$ cat src/ps2_macros.svh
// timing counts assume a 49.152 MHz system clock
// retarget the clock by editing the counts and widths together
// each _BITS width must hold its count minus one
`ifndef PS2_MACROS_SVH
`define PS2_MACROS_SVH

// ----------------------------------------
// timers
// ----------------------------------------
`define PS2_TIMER_60US      3000  // watchdog and clock inhibit period
`define PS2_TIMER_60US_BITS 12
`define PS2_TIMER_5US       250   // debounce period
`define PS2_TIMER_5US_BITS  8

// ----------------------------------------
// frame and special scan codes
// ----------------------------------------
`define PS2_FRAME_BITS      11    // start, 8 data, parity, stop

`define PS2_EXTEND_CODE     8'hE0
`define PS2_RELEASE_CODE    8'hF0
`define PS2_LEFT_SHIFT      8'h12
`define PS2_RIGHT_SHIFT     8'h59

`endif

$ cat src/ps2_ascii_map.sv
// scan code set 2 to ascii, combinational
// only letters, digits, space, enter, backspace, tab and escape
// shifted digits and every other code give '.'
`default_nettype none
`timescale 1ns/1ps

module ps2_ascii_map (
  input  logic [7:0] code,
  input  logic       shift_on,
  output logic [7:0] ascii
);

  always_comb
  begin
    case (code)
      // control keys, shift ignored
      8'h66: ascii = 8'h08;  // backspace
      8'h0d: ascii = 8'h09;  // tab
      8'h5a: ascii = 8'h0d;  // enter
      8'h76: ascii = 8'h1b;  // escape
      8'h29: ascii = 8'h20;  // space
      // digits, no shifted symbols
      8'h45: ascii = shift_on ? 8'h2e : 8'h30;
      8'h16: ascii = shift_on ? 8'h2e : 8'h31;
      8'h1e: ascii = shift_on ? 8'h2e : 8'h32;
      8'h26: ascii = shift_on ? 8'h2e : 8'h33;
      8'h25: ascii = shift_on ? 8'h2e : 8'h34;
      8'h2e: ascii = shift_on ? 8'h2e : 8'h35;
      8'h36: ascii = shift_on ? 8'h2e : 8'h36;
      8'h3d: ascii = shift_on ? 8'h2e : 8'h37;
      8'h3e: ascii = shift_on ? 8'h2e : 8'h38;
      8'h46: ascii = shift_on ? 8'h2e : 8'h39;
      // letters, upper case with shift
      8'h1c: ascii = shift_on ? 8'h41 : 8'h61;  // a
      8'h32: ascii = shift_on ? 8'h42 : 8'h62;
      8'h21: ascii = shift_on ? 8'h43 : 8'h63;
      8'h23: ascii = shift_on ? 8'h44 : 8'h64;
      8'h24: ascii = shift_on ? 8'h45 : 8'h65;
      8'h2b: ascii = shift_on ? 8'h46 : 8'h66;
      8'h34: ascii = shift_on ? 8'h47 : 8'h67;
      8'h33: ascii = shift_on ? 8'h48 : 8'h68;
      8'h43: ascii = shift_on ? 8'h49 : 8'h69;
      8'h3b: ascii = shift_on ? 8'h4a : 8'h6a;
      8'h42: ascii = shift_on ? 8'h4b : 8'h6b;
      8'h4b: ascii = shift_on ? 8'h4c : 8'h6c;
      8'h3a: ascii = shift_on ? 8'h4d : 8'h6d;  // m
      8'h31: ascii = shift_on ? 8'h4e : 8'h6e;
      8'h44: ascii = shift_on ? 8'h4f : 8'h6f;
      8'h4d: ascii = shift_on ? 8'h50 : 8'h70;
      8'h15: ascii = shift_on ? 8'h51 : 8'h71;
      8'h2d: ascii = shift_on ? 8'h52 : 8'h72;
      8'h1b: ascii = shift_on ? 8'h53 : 8'h73;
      8'h2c: ascii = shift_on ? 8'h54 : 8'h74;
      8'h3c: ascii = shift_on ? 8'h55 : 8'h75;
      8'h2a: ascii = shift_on ? 8'h56 : 8'h76;
      8'h1d: ascii = shift_on ? 8'h57 : 8'h77;
      8'h22: ascii = shift_on ? 8'h58 : 8'h78;
      8'h35: ascii = shift_on ? 8'h59 : 8'h79;
      8'h1a: ascii = shift_on ? 8'h5a : 8'h7a;  // z
      default: ascii = 8'h2e;  // '.' for anything unlisted
    endcase
  end

endmodule

`default_nettype wire

$ cat config.mk
export PLATFORM = sky130hd
export DESIGN_NAME = ps2_ascii_map
export DESIGN_NICKNAME = d
export VERILOG_FILES = /design/src/ps2_macros.svh /design/src/ps2_ascii_map.sv
export SDC_FILE = /design/constraint.sdc
export NUM_CORES = 1
export LEC_CHECK = 0
export ABC_AREA = 1
export BUFFER_PORTS_ARGS = -buffer_cell sky130_fd_sc_hd__buf_2
export CAP_MARGIN = 10
export CORE_ASPECT_RATIO = 1.25
export CORE_UTILIZATION = 45
export DETAILED_ROUTE_END_ITERATION = 8
export PLACE_DENSITY = 0.67
export SLEW_MARGIN = 20
export SYNTH_ARGS = -nofsm -noshare
export SYNTH_HDL_FRONTEND = slang
export SYNTH_SLANG_ARGS = --single-unit
$ cat constraint.sdc
create_clock -name vclk -period 1.5
set_clock_uncertainty 0.15 [all_clocks]
set_input_delay 0.075 -clock vclk [all_inputs]
set_output_delay 0.075 -clock vclk [all_outputs]
set_load 0.03 [all_outputs]
==> impl_metrics.py, run 1 <==
metrics = {
    "run_status": {
        "haltStage": "global routing (5_1_grt)",
        "error_line": "[ERROR DPL-0038] Utilization greater than 100%, impossible to legalize",
        "status": "aborted with a tool error",
    },
    "logic_synthesis": {
        "yosys.area_share.adder_pct": 0,
        "syn_nets": 240,
        "synthCells": 231,
        "ys_types": 16,
        "synthMuxAreaShare_pct": 0,
        "synth_xor_area_share_pct": 0,
        "synth_compound_area_share_pct": 4.77,
        "yosysSeqAreaShare_pct": 0,
        "yosys.area_share.simple_pct": 86.5,
        "yosys_warnings": 0,
        "syn_area_per_cell_um2": 4.08,
        "mappedNetlistArea_um2": 943,
        "synth_top_family_by_area": "simple AND/OR/NAND/NOR gates",
    },
    "timing": {
        "worst_endpoint_kind": "primary output",
        "postGrtWorstEndpoint": "ascii[5]",
    },
    "clock_tree": {
        "cts_hold_buffers": 0,
    },
    "die": {
        "ios": 17,
        "start_util_pct": 47.6,
        "die_h_um": 53.2,
        "die_w_um": 43.0,
        "row_count": 18,
    },
    "place": {
        "globalplace.congestion": 0.966,
        "placed_cell_area_um2": 1340,
        "io_buffers": 16,
        "hpwl_mm": 2.66,
    },
    "global_routing": {
        "grt_max_degree": 9,
    },
}
## repair_timing
item	in CTS
pin swaps	40
gates cloned	0
gates resized for setup	115
setup buffers	11
setup endpoints to repair	7
## cell usage after synthesis
| master | count | area [um2] |
|---|---|---|
| nand2_1 | 97 | 364 |
| nor2_1 | 74 | 278 |
| nand3_1 | 18 | 90.1 |
| inv_1 | 15 | 56.3 |
| a21oi_1 | 5 | 25.0 |
| nand4_1 | 4 | 25.0 |
| nor2_2 | 4 | 25.0 |
| nor3_1 | 3 | 15.0 |
| o21ai_0 | 3 | 15.0 |
| nand2_2 | 2 | 12.5 |
| and2_1 | 1 | 6.26 |
| buf_4 | 1 | 7.51 |
| buf_6 | 1 | 11.3 |
| conb_1 | 1 | 3.75 |
| inv_2 | 1 | 3.75 |
| o21ai_1 | 1 | 5.00 |
## cells by family after synthesis
family | count (synthesis)
other cells | 1
simple gates | 203
compound gates | 9
buf+inv | 18
## per-stage QoR
stage                     hold slack, ps  setup slack [ps]  TNS [ps]  std cells  util [%]
after CTS                            513             -20.1     -80.5        315      89.0
after global placement               524              -334     -2090        305      67.4
after detailed placement             533              -402     -2510        305      67.4
after floorplan                      236              31.9         0        231         -
==> inputs of run 2 (changes only) <==
- CORE_AREA: not set -> 2 2 63 65
- CORE_ASPECT_RATIO: 1.25 -> not set
- CORE_UTILIZATION: 45 -> not set
- DIE_AREA: not set -> 0 0 65 67
- PLACE_DENSITY: 0.67 -> not set
- PLACE_DENSITY_LB_ADDON: not set -> 0.15
==> impl_metrics.py, run 2 <==
metrics = {
    "critical_path": {
        "path_common_cell": "buf_6",
        "crit_cells": 14,
        "cp_slowest_cell": "nor2_4",
        "critPathCaptureType": "output port",
        "worstPathArrival_ps": 1430,
        "worstPathCellList": "buf_8 -> inv_6 -> nand2_4 -> buf_6 -> nor2_4 -> buf_6 -> nand2_4 -> buf_4 -> nand3_2 -> nor2_1 -> nand3_1 -> nor2_1 -> nand2_2 -> buf_6",
        "path_class": "in -> out",
        "worst-path-buf-inv": 6,
        "cp_max_fo": 8,
        "crit_family": "buffers and inverters",
        "slowest_delay_ps": 250,
        "crit_required_ps": 1270,
        "start_kind": "input pin",
    },
    "timing": {
        "fin_crit_ps": 1650,
        "holdWs_ps": 532,
        "clock.fmax_mhz": 605,
        "post-route-period-util_pct": 110,
        "worst_slack_ps": -154,
        "grt_setup_unrepaired": "yes",
        "finalHoldViolations": 0,
        "drv_slew": 0,
        "finalSetupViolCount": 7,
    },
    "cells_and_area": {
        "regArea_um2": 0,
        "drive_gt1_share_pct": 53.6,
        "final_cell_mix": "56 x nand2_1, 50 x buf_4, 49 x nor2_1, 30 x nand2_2, 22 x buf_6",
        "fillCellCount": 338,
        "clkbuf_count": 0,
        "syn_to_final_growth_pct": 116,
        "antenna_cells": 0,
        "final_cells": 354,
        "fin_util_pct": 56.4,
        "final_common_cell": "nand2_1",
        "layout.nets": 317,
        "seq_cells": 0,
    },
    "logic_synthesis": {
        "yosysSeqAreaShare_pct": 0,
        "synthCells": 231,
        "ys_types": 16,
        "syn_nets": 240,
        "synth_area_leaders": "nand2_1 39%, nor2_1 29%, nand3_1 9.5%",
        "mappedNetlistArea_um2": 943,
        "synth_top_area_cell": "nand2_1",
        "post-synth-top-count-cell": "nand2_1",
        "yosys.area.top_type_share_pct": 38.6,
        "yosys_warnings": 0,
        "syn_area_per_cell_um2": 4.08,
        "ys_top_cells_by_count": "97 x nand2_1, 74 x nor2_1, 18 x nand3_1, 15 x inv_1, 5 x a21oi_1",
    },
    "global_routing": {
        "track_usage_pct": 19.8,
        "grt_pass1_vias": 1558,
        "gr-total-overflow": 0,
        "grt.busiest_layer": "met2",
        "grt_pass1_wl_mm": 6.85,
        "use_met1_pct": 25.2,
        "grt_max_degree": 9,
        "grt_use_met2_pct": 37.8,
        "met3_usage_pct": 0.169,
        "antenna_found_initial": 0,
    },
    "power_and_ir_drop": {
        "leakagePower_nw": 1.16,
        "p_int_mw": 0.170,
        "sequentialPowerShare_pct": 0,
        "peakVddDrop_mv": 0.117,
        "power_density_nw_per_um2": 189,
        "p_switching_mw": 0.214,
        "swShare_pct": 55.8,
        "power_frac_clock_pct": 0,
        "combPwrFrac_pct": 100.0,
    },
    "routing": {
        "ant_nets": 0,
        "num_vias": 1772,
        "firstDrtPassIters": 4,
        "drtIter0Drc": 132,
        "wire_per_inst_um": 13.3,
        "drt_wl_total_mm": 4.70,
        "drc_errors": 0,
        "via_per_inst": 5.01,
    },
    "run_status": {
        "failed_checks": "negative setup slack",
        "status": "finished with violations",
    },
    "die": {
        "core-area_um2": 3610,
        "row_count": 22,
        "die_h_um": 67,
        "die_area_um2": 4360,
        "die_w_um": 65,
        "start_util_pct": 26.2,
        "ios": 17,
    },
    "place": {
        "place_ws_ps": -461,
        "hpwl_mm": 3.10,
        "globalplace.congestion": 0.889,
        "dp_cells": 341,
        "io_buffers": 16,
    },
    "worst_hold_path": {
        "hp-class": "in -> out",
        "holdPathStages": 5,
    },
    "flow_run": {
        "maxCapViolations": 0,
    },
    "clock_tree": {
        "cts_hold_buffers": 0,
    },
}
[run 2: cell counts after synthesis]
No cell type changed its count.
[run 2: final timing paths]
kind	startpoint	to	slack, ps
worst max-delay path	code[7]	ascii[1]	-150
worst min-delay path	shift_on	ascii[5]	530
[run 2: metrics by stage]
stage                     instance area [um2]  power (mW)  setup TNS [ps]
after floorplan                           948       0.136               0
after global placement                   1430       0.245           -2680
after detailed placement                 1430       0.244           -2750
after CTS                                1820       0.342            -185
after global routing                     2030       0.407           -1030
final                                    2030       0.383            -775
[run 2: area by class of cell]
cell class	count	area, um2	area share, %
multi-input combinational	214	1220	59.9
timing repair buffer	76	678	33.4
tap	48	60.1	2.95
inverter	16	77.6	3.82
[run 2: cell families after synthesis]
logic type             after synthesis  share of synthesized area (%)
other                                1                          0.397
and+or+nand+nor                    203                           86.5
AOI/OAI and AO/OA                    9                           4.77
buffers and inverters               18                           8.35
[run 2: metal layers]
metal / vias up / part of all wire [%] / wire, um
met5: - / 0 / 0
met4: 0 / 2.3 / 110
met3: 13 / 6.5 / 308
met2: 81 / 52 / 2450
met1: 809 / 39 / 1830
li1: 869 / - / -
[run 2: repair_timing]
action / CTS / global route
buffers inserted: 7 / 6
endpoints found under the hold margin: 0 / 0
pin swaps: 43 / 27
gates resized for setup: 109 / 46
gates cloned: 1 / 0
setup endpoints to repair: 7 / 7
[run 2: power by group through the flow]
stage / sequential, mW / combinational [mW] / clock (mW)
finish: 0 / 0.383 / 0
global route: 0 / 0.407 / 0
CTS: 0 / 0.342 / 0
detailed placement: 0 / 0.244 / 0
global placement: 0 / 0.245 / 0
floorplan: 0 / 0.136 / 0
No activity file was read; power rests on OpenSTA's default activity.
