<file path="src/ps2_macros.svh">
// timing counts assume a 49.152 MHz system clock
// retarget the clock by editing the counts and widths together
// each _BITS width must hold its count minus one
`ifndef PS2_MACROS_SVH
`define PS2_MACROS_SVH

// ----------------------------------------
// timers
// ----------------------------------------
`define PS2_TIMER_60US      3000  // watchdog and clock inhibit period
`define PS2_TIMER_60US_BITS 12
`define PS2_TIMER_5US       250   // debounce period
`define PS2_TIMER_5US_BITS  8

// ----------------------------------------
// frame and special scan codes
// ----------------------------------------
`define PS2_FRAME_BITS      11    // start, 8 data, parity, stop

`define PS2_EXTEND_CODE     8'hE0
`define PS2_RELEASE_CODE    8'hF0
`define PS2_LEFT_SHIFT      8'h12
`define PS2_RIGHT_SHIFT     8'h59

`endif

</file>
<file path="src/ps2_pkg.sv">
// types shared by the ps2 keyboard host blocks
// line state encodings are fixed, rx_clk_l must stay at zero
`default_nettype none

package ps2_pkg;

  localparam int byte_w = 8;  // scan code and ascii width

  // line state machine, rx_clk_l at 0 so power-up lands in a harmless state
  typedef enum logic [3:0] {
    rx_clk_l            = 4'd0,
    rx_clk_h            = 4'd1,
    tx_wait_clk_h       = 4'd2,
    tx_force_clk_l      = 4'd3,
    tx_clk_h            = 4'd4,
    tx_clk_l            = 4'd5,
    tx_wait_ack         = 4'd6,
    tx_done_recovery    = 4'd7,
    tx_no_ack           = 4'd8,
    tx_rise_mark        = 4'd9,
    tx_first_wait_clk_h = 4'd10,
    tx_first_wait_clk_l = 4'd11,
    tx_reset_timer      = 4'd12,
    rx_fall_mark        = 4'd13,
    rx_rise_mark        = 4'd14
  } line_state_e;

  typedef struct packed {
    logic              done;  // one cycle, frame complete
    logic [byte_w-1:0] code;  // data bits of the frame
  } rx_byte_t;

  typedef struct packed {
    logic              extended;   // E0 came before this code
    logic              released;   // F0 came before this code
    logic [byte_w-1:0] scan_code;
    logic [byte_w-1:0] ascii;
  } key_event_t;

endpackage

`default_nettype wire

</file>
<file path="src/ps2_scan_decoder.sv">
// turns received bytes into key events
// E0 and F0 only set hold bits, the next plain code makes the event
// no queue, a new event overwrites one that was not read yet
`default_nettype none
`timescale 1ns/1ps
`include "ps2_macros.svh"

module ps2_scan_decoder (
  input  logic                 clk,
  input  logic                 reset,
  input  ps2_pkg::rx_byte_t    rx_byte,
  input  logic [7:0]           ascii,
  input  logic                 rx_read,
  output logic [7:0]           code,
  output logic                 shift_on,
  output ps2_pkg::key_event_t  key_event,
  output logic                 rx_data_ready
);

  logic hold_ext, hold_rel;        // prefixes seen since the last event
  logic left_shift, right_shift;
  logic is_ext, is_rel;
  logic key_strobe;                // non-prefix byte completed

  assign code     = rx_byte.code;  // ascii map looks at the live byte
  assign shift_on = left_shift || right_shift;

  assign is_ext     = rx_byte.done && (rx_byte.code == `PS2_EXTEND_CODE);
  assign is_rel     = rx_byte.done && (rx_byte.code == `PS2_RELEASE_CODE);
  assign key_strobe = rx_byte.done && !is_ext && !is_rel;

  // ----------------------------------------
  // prefix and shift state
  // ----------------------------------------
  always_ff @(posedge clk)
  begin
    if (reset || key_strobe)
    begin
      hold_ext <= 1'b0;
      hold_rel <= 1'b0;
    end
    else
    begin
      if (is_ext) hold_ext <= 1'b1;
      if (is_rel) hold_rel <= 1'b1;
    end
  end

  // make sets, break (after F0) clears
  always_ff @(posedge clk)
  begin
    if (reset) left_shift <= 1'b0;
    else if (rx_byte.done && rx_byte.code == `PS2_LEFT_SHIFT) left_shift <= !hold_rel;
  end

  always_ff @(posedge clk)
  begin
    if (reset) right_shift <= 1'b0;
    else if (rx_byte.done && rx_byte.code == `PS2_RIGHT_SHIFT) right_shift <= !hold_rel;
  end

  // ----------------------------------------
  // event register and ready flag
  // ----------------------------------------
  always_ff @(posedge clk)
  begin
    if (reset) key_event <= '0;
    else if (key_strobe)
    begin
      key_event.extended  <= hold_ext;
      key_event.released  <= hold_rel;
      key_event.scan_code <= rx_byte.code;
      key_event.ascii     <= ascii;  // uses shift state from before this byte
    end
  end

  always_ff @(posedge clk)
  begin
    if (reset) rx_data_ready <= 1'b0;
    else if (key_strobe) rx_data_ready <= 1'b1;  // new data wins over a read
    else if (rx_read) rx_data_ready <= 1'b0;
  end

  // ready only drops after the user read it
  a_ready_held: assert property (@(posedge clk)
    $fell(rx_data_ready) |-> ($past(rx_read) || $past(reset)));

endmodule

`default_nettype wire

</file>
<file path="config.mk">
export PLATFORM = sky130hd
export DESIGN_NAME = ps2_scan_decoder
export DESIGN_NICKNAME = d
export VERILOG_FILES = /design/src/ps2_pkg.sv /design/src/ps2_scan_decoder.sv
export VERILOG_INCLUDE_DIRS = /design/src
export SDC_FILE = /design/constraint.sdc
export NUM_CORES = 1
export LEC_CHECK = 0
export ABC_AREA = 1
export BUFFER_PORTS_ARGS = -buffer_cell sky130_fd_sc_hd__buf_2
export CAP_MARGIN = 20
export CORE_ASPECT_RATIO = 0.7
export CORE_MARGIN = 8
export CORE_UTILIZATION = 30
export CTS_BUF_LIST = sky130_fd_sc_hd__clkbuf_16
export DETAILED_ROUTE_END_ITERATION = 10
export PLACE_DENSITY_LB_ADDON = 0.3
export SYNTH_ARGS = -nofsm -noshare
export SYNTH_HDL_FRONTEND = slang
export SYNTH_SLANG_ARGS = --single-unit
export TNS_END_PERCENT = 50
</file>
<file path="constraint.sdc">
create_clock -name clk -period 1.1 [get_ports clk]
set_input_delay 0.11 -clock clk [delete_from_list [all_inputs] [get_ports clk]]
set_output_delay 0.11 -clock clk [all_outputs]
set_load 0.03 [all_outputs]
</file>
Yosys cells after proc, flatten, opt, wreduce, memory -nomap -nowiden
Cells that the tools add are included.
Widths: inputs -> output; s select.
{"block": "word_totals", "register_bits": 23, "in_bits": 20, "out_inout_bits": 28, "word_cells": 27}
{"block": "classes", "n_eq_ne": 4, "n_mux": 2, "reduce_logical": 12}
{"op": "$eq 8x8->1 const B", "n": 2}
{"op": "$eq 8x5->1 const B", "n": 1}
{"op": "$eq 8x7->1 const B", "n": 1}
{"op": "$logic_and 1x1->1", "n": 6}
{"op": "$logic_not 1->1", "n": 3}
{"op": "$logic_or 1x1->1", "n": 2}
{"op": "$mux 1", "n": 2}
{"op": "$reduce_bool 2->1", "n": 1}

Depth between registers and ports, before layout
{"block": "logic_depth", "ltp_word": 6, "mapped_depth": 9, "depth_no_buf": 8}

Least setup slack after synthesis
Ideal clock, no wire load.
{"block": "synth_timing", "path_type": "input-to-reg", "from": "input rx_byte[0] (netlist name)", "to": "register key_event[5] (netlist name)", "setup_ns": 0.110, "arrival_time_ns": 0.851, "t_required_ns": 0.990, "slack_ns": 0.139, "stages": 9, "n_path_buf": 1, "cell_sequence": "inv_1 > nand2_2 > nor2_4 > nand2_4 > nand3_2 > buf_6 > nand2_1 > inv_1 > nor2_1"}
{"block": "synth_via", "elab_chain_len": 5, "word_cells_on_any_way": 8, "cone_classes": "eq/ne: 2; reduce/logical: 6"}
{"item": "from (decl)", "line_no": "ps2_scan_decoder.sv:11", "text": "input ps2_pkg::rx_byte_t rx_byte,"}
{"item": "$eq 8x8->1 (no source line)"}
{"item": "$logic_and 1x1->1", "line_no": "ps2_scan_decoder.sv:28", "text": "assign is_ext = rx_byte.done && (rx_byte.code == `PS2_EXTEND_CODE);"}
{"item": "$logic_not 1->1", "line_no": "ps2_scan_decoder.sv:30", "text": "assign key_strobe = rx_byte.done && !is_ext && !is_rel;"}
{"item": "$logic_and 1x1->1", "line_no": "ps2_scan_decoder.sv:30"}
{"item": "$logic_and 1x1->1 (*)", "line_no": "ps2_scan_decoder.sv:30"}
{"item": "to (decl)", "line_no": "ps2_scan_decoder.sv:16", "text": "output ps2_pkg::key_event_t key_event,"}
Every way passes the cells marked *; elsewhere a longest branch is shown, timed or not.
A chain may end at the register's enable or synchronous reset.

Final worst setup path
{"block": "layout_timing", "from": "register right_shift", "to": "output shift_on"}
{"block": "layout_via", "elab_chain_len": 1}
{"item": "from (decl)", "line_no": "ps2_scan_decoder.sv:21", "text": "logic left_shift, right_shift;"}
{"item": "from (signal assigned)", "line_no": "ps2_scan_decoder.sv:59", "text": "else if (rx_byte.done && rx_byte.code == `PS2_RIGHT_SHIFT) right_shift <= !hold_rel;"}
{"item": "$logic_or 1x1->1", "line_no": "ps2_scan_decoder.sv:26", "text": "assign shift_on = left_shift || right_shift;"}
{"item": "to (decl)", "line_no": "ps2_scan_decoder.sv:15", "text": "output logic shift_on,"}
Every way passes these cells.

==> run_results.csv <==
group,metric,value,unit
timing,finalSetupViolCount,0,
cells_and_area,diodes,0,
routing,dr_wl_met3,305,µm
place,place_congestion,0.748,
synth,ys_warn_count,0,
worst_hold_path,min_to,"right_shift",
cells_and_area,nFillCells,459,
routing,wl_met1,1630,µm
synth,ys_seq_area_frac,0.355,
floorplanning,dieArea,6720,µm²
cells_and_area,layoutNonFillerInstCount,310,
synth,synth.avg_cell_area,6.49,µm²
timing,max_slew_margin,0.834,
synth,syn_inst,200,
floorplanning,coreArea,4250,µm²
routing,drt_iter0_drc,42,
outcome,status,"finished, final reports clean",
cts,htree_levels,1,
cts,clock_sinks,23,
routing,via_per_inst,4.00,
timing,hold_ws,0.0375,ns
setup_path,reg2reg_from,"hold_rel",
timing,finClkSkew,0.000598,ns
global_route,grt_first_pass_wirelength,5430,µm
cts,numCtsBuffers,3,
routing,drtAntennaViolNets,0,
cts,clk_pin_slew,0.06,ns
cells_and_area,final_util,0.410,
synth,synth_top_cell_by_area,"dfxtp_1",
routing,wl_met2,1250,µm
cts,clock_latency,0.25,ns
floorplanning,rows,20,
setup_path,worstRegToRegCells,4,
worst_hold_path,hold_depth,2,
setup_path,critical_path_buf_inv_count,1,
timing,tightest_slew,0.247,ns
floorplanning,start_util,0.305,
synth,synth_fp_nets,220,
timing,min_period,1.05,ns
routing,avgRoutedWirePerCell,10.3,µm
synth,synth.cell_area,1300,µm²
floorplanning,die_x,94.6,µm
floorplanning,die_h,71.1,µm
routing,drcViolationCount,0,
power_and_ir_drop,power_leakage,1.02,nW
cts,clock-root-buffer,"clkbuf_16",
synth,synth_area_leaders,"dfxtp_1 (35%), inv_1 (13%), nand2_1 (13%)",
power_and_ir_drop,ir_worst_vdd,0.536,mV
setup_path,arrival,0.94,ns
routing,wirelength,3200,µm
setup_path,cp_top_family,"flip-flops",
cts,hold_buffers,0,
timing,slew_viol_final,0,
routing,routed.top_layer,"met4",
timing,rsz0062_at_grt,"no",
global_route,grt_overflow_total,0,
timing,max_freq,950,MHz
global_route,antenna_found_initial,0,
routing,dr_total_vias,1241,
global_route,first_global_vias,1196,
place,placed_cells,306,
worst_hold_path,hp-class,"primary input to flip-flop",
synth,synth.distinct_cells,24,
setup_path,crit_path_start_kind,"flip-flop",
cells_and_area,synthToLayoutAreaGrowth,34.2,%
global_route,grt_util_all_layers,0.100,
timing,fin_crit_sh,0.957,
job,maxCapViolCount,0,
power_and_ir_drop,powerDensity,1250,nW/µm²
synth,yosysTopAreaCellShare,0.355,
cells_and_area,drive_gt1_frac,0.329,
setup_path,r2r-end,"key_event[16]",
cts,cts_tree,"built",
setup_path,required,0.99,ns
place,io_buffers,47,
setup_path,cp_max_fo,2,
setup_path,regToRegSetupSlack,0.35,ns
floorplanning,ios,48,
timing,hold_viol_final,0,
setup_path,end_kind,"output pin",
setup_path,crit_chain,"or2_4 > buf_6",
place,place_hpwl,2530,µm
setup_path,critical_path_class,"flip-flop to output pin",
routing,drtPass1Iterations,4,
cts,clockBufferDepth,2,
worst_hold_path,min-delay-start,"reset",
synth,synth_seq_cells,23,
cells_and_area,final_nets,276,
global_route,grt_start_max_net_pins,21,
setup_path,cp_slowest_cell,"dfxtp_2",
setup_path,slowest_delay,0.32,ns
## worst reg2reg max path: cells and delay by family, from the launching register on
kind | cells | cell delay, ns
flip-flops | 1 | 0.33
AO/OA/AOI/OAI | 1 | 0.17
AND/OR/NAND/NOR | 3 | 0.17
## cell usage after synthesis, drive strengths merged
| cell type | number |
|---|---|
| nor2 | 26 |
| clkinv | 8 |
| nand4 | 16 |
| nand3 | 6 |
| buf | 15 |
| clkbuf | 1 |
| o21ai | 1 |
| or2 | 1 |
| a21boi | 1 |
| nand3b | 1 |
| nor3 | 1 |
| nand2 | 49 |
| dfxtp | 23 |
| inv | 46 |
| a21oi | 5 |
## flip-flops by register name, indices dropped and copies added (netlist names)
| signal | count |
|---|---|
| left_shift | 1 |
| rx_data_ready | 1 |
| hold_rel | 1 |
| right_shift | 1 |
| key_event | 18 |
| hold_ext | 1 |
## layout by cell type, fill, tap and decap left out, drive strengths merged
| cell | n |
|---|---|
| nand3b | 1 |
| nand2 | 49 |
| clkbuf | 3 |
| nand3 | 6 |
| buf | 67 |
| clkinv | 8 |
| nor2 | 26 |
| inv | 47 |
| a21oi | 5 |
| nor3 | 1 |
| nand4 | 16 |
| dfxtp | 23 |
| o21ai | 1 |
| or2 | 1 |
| a21boi | 1 |
## metal layers
layer,vias to the layer above,global-route usage
met4,0,0.0276
met1,515,0.127
met5,-,0
met2,31,0.145
li1,693,-
met3,2,0.0497
## area by class of cell
type                       count  area, µm²  share of cell area
multi-input combinational    107        514               0.295
clock buffer                   3       75.1              0.0431
timing repair buffer          67        417               0.239
clock inverter                 1       3.75             0.00215
inverter                      54        203               0.116
sequential                    23        462               0.265
tap                           55       68.8              0.0395
## where the power goes
group / leakage, nW / internal [mW] / total, mW / switching [mW]
logic: 0.790 / 0.180 / 0.490 / 0.310
registers: 0.191 / 0.881 / 0.901 / 0.0194
clock network: 0.0423 / 0.485 / 0.784 / 0.299
total: 1.02 / 1.55 / 2.17 / 0.628
## worst max path at each step
stage / startpoint / to / slack (ns) / depth (start not counted)
6_report: right_shift / shift_on / 0.05 / 2
5_1_grt: right_shift / shift_on / 0.02 / 2
4_1_cts: right_shift / shift_on / 0.04 / 2
3_5_place_dp: rx_byte[4] / key_event[13] / -0.04 / 9
3_3_place_gp: rx_byte[4] / key_event[13] / -0.01 / 9
2_1_floorplan: rx_byte[0] / key_event[5] / 0.14 / 9
## per-stage QoR
step / worst slack (ns) / setup TNS (ns) / power [mW] / area [µm²]
final: 0.0468 / 0 / 2.17 / 1740
after global placement: -0.0132 / -0.0132 / 1.41 / 1650
after floorplan: 0.139 / 0 / 1.25 / 1300
after global routing: 0.0182 / 0 / 2.31 / 1740
after detailed placement: -0.0411 / -0.253 / 1.42 / 1650
after CTS: 0.0388 / 0 / 2.21 / 1740
## repair_timing
| item | 4_1_cts | 5_1_grt |
|---|---|---|
| setup endpoints to repair | 1 | 0 |
| endpoints found under the hold margin | 0 | 0 |
| gates resized for setup | 4 | 0 |
| buffers inserted | 0 | 0 |
## logic make-up after synthesis
kind of cell	count (synthesis)	synth area share
and+or+nand+nor	100	0.362
buffers and inverters	70	0.251
DFF	23	0.355
AOI/OAI and AO/OA	7	0.0318
Note: power is estimated with default switching activity, not from simulation.
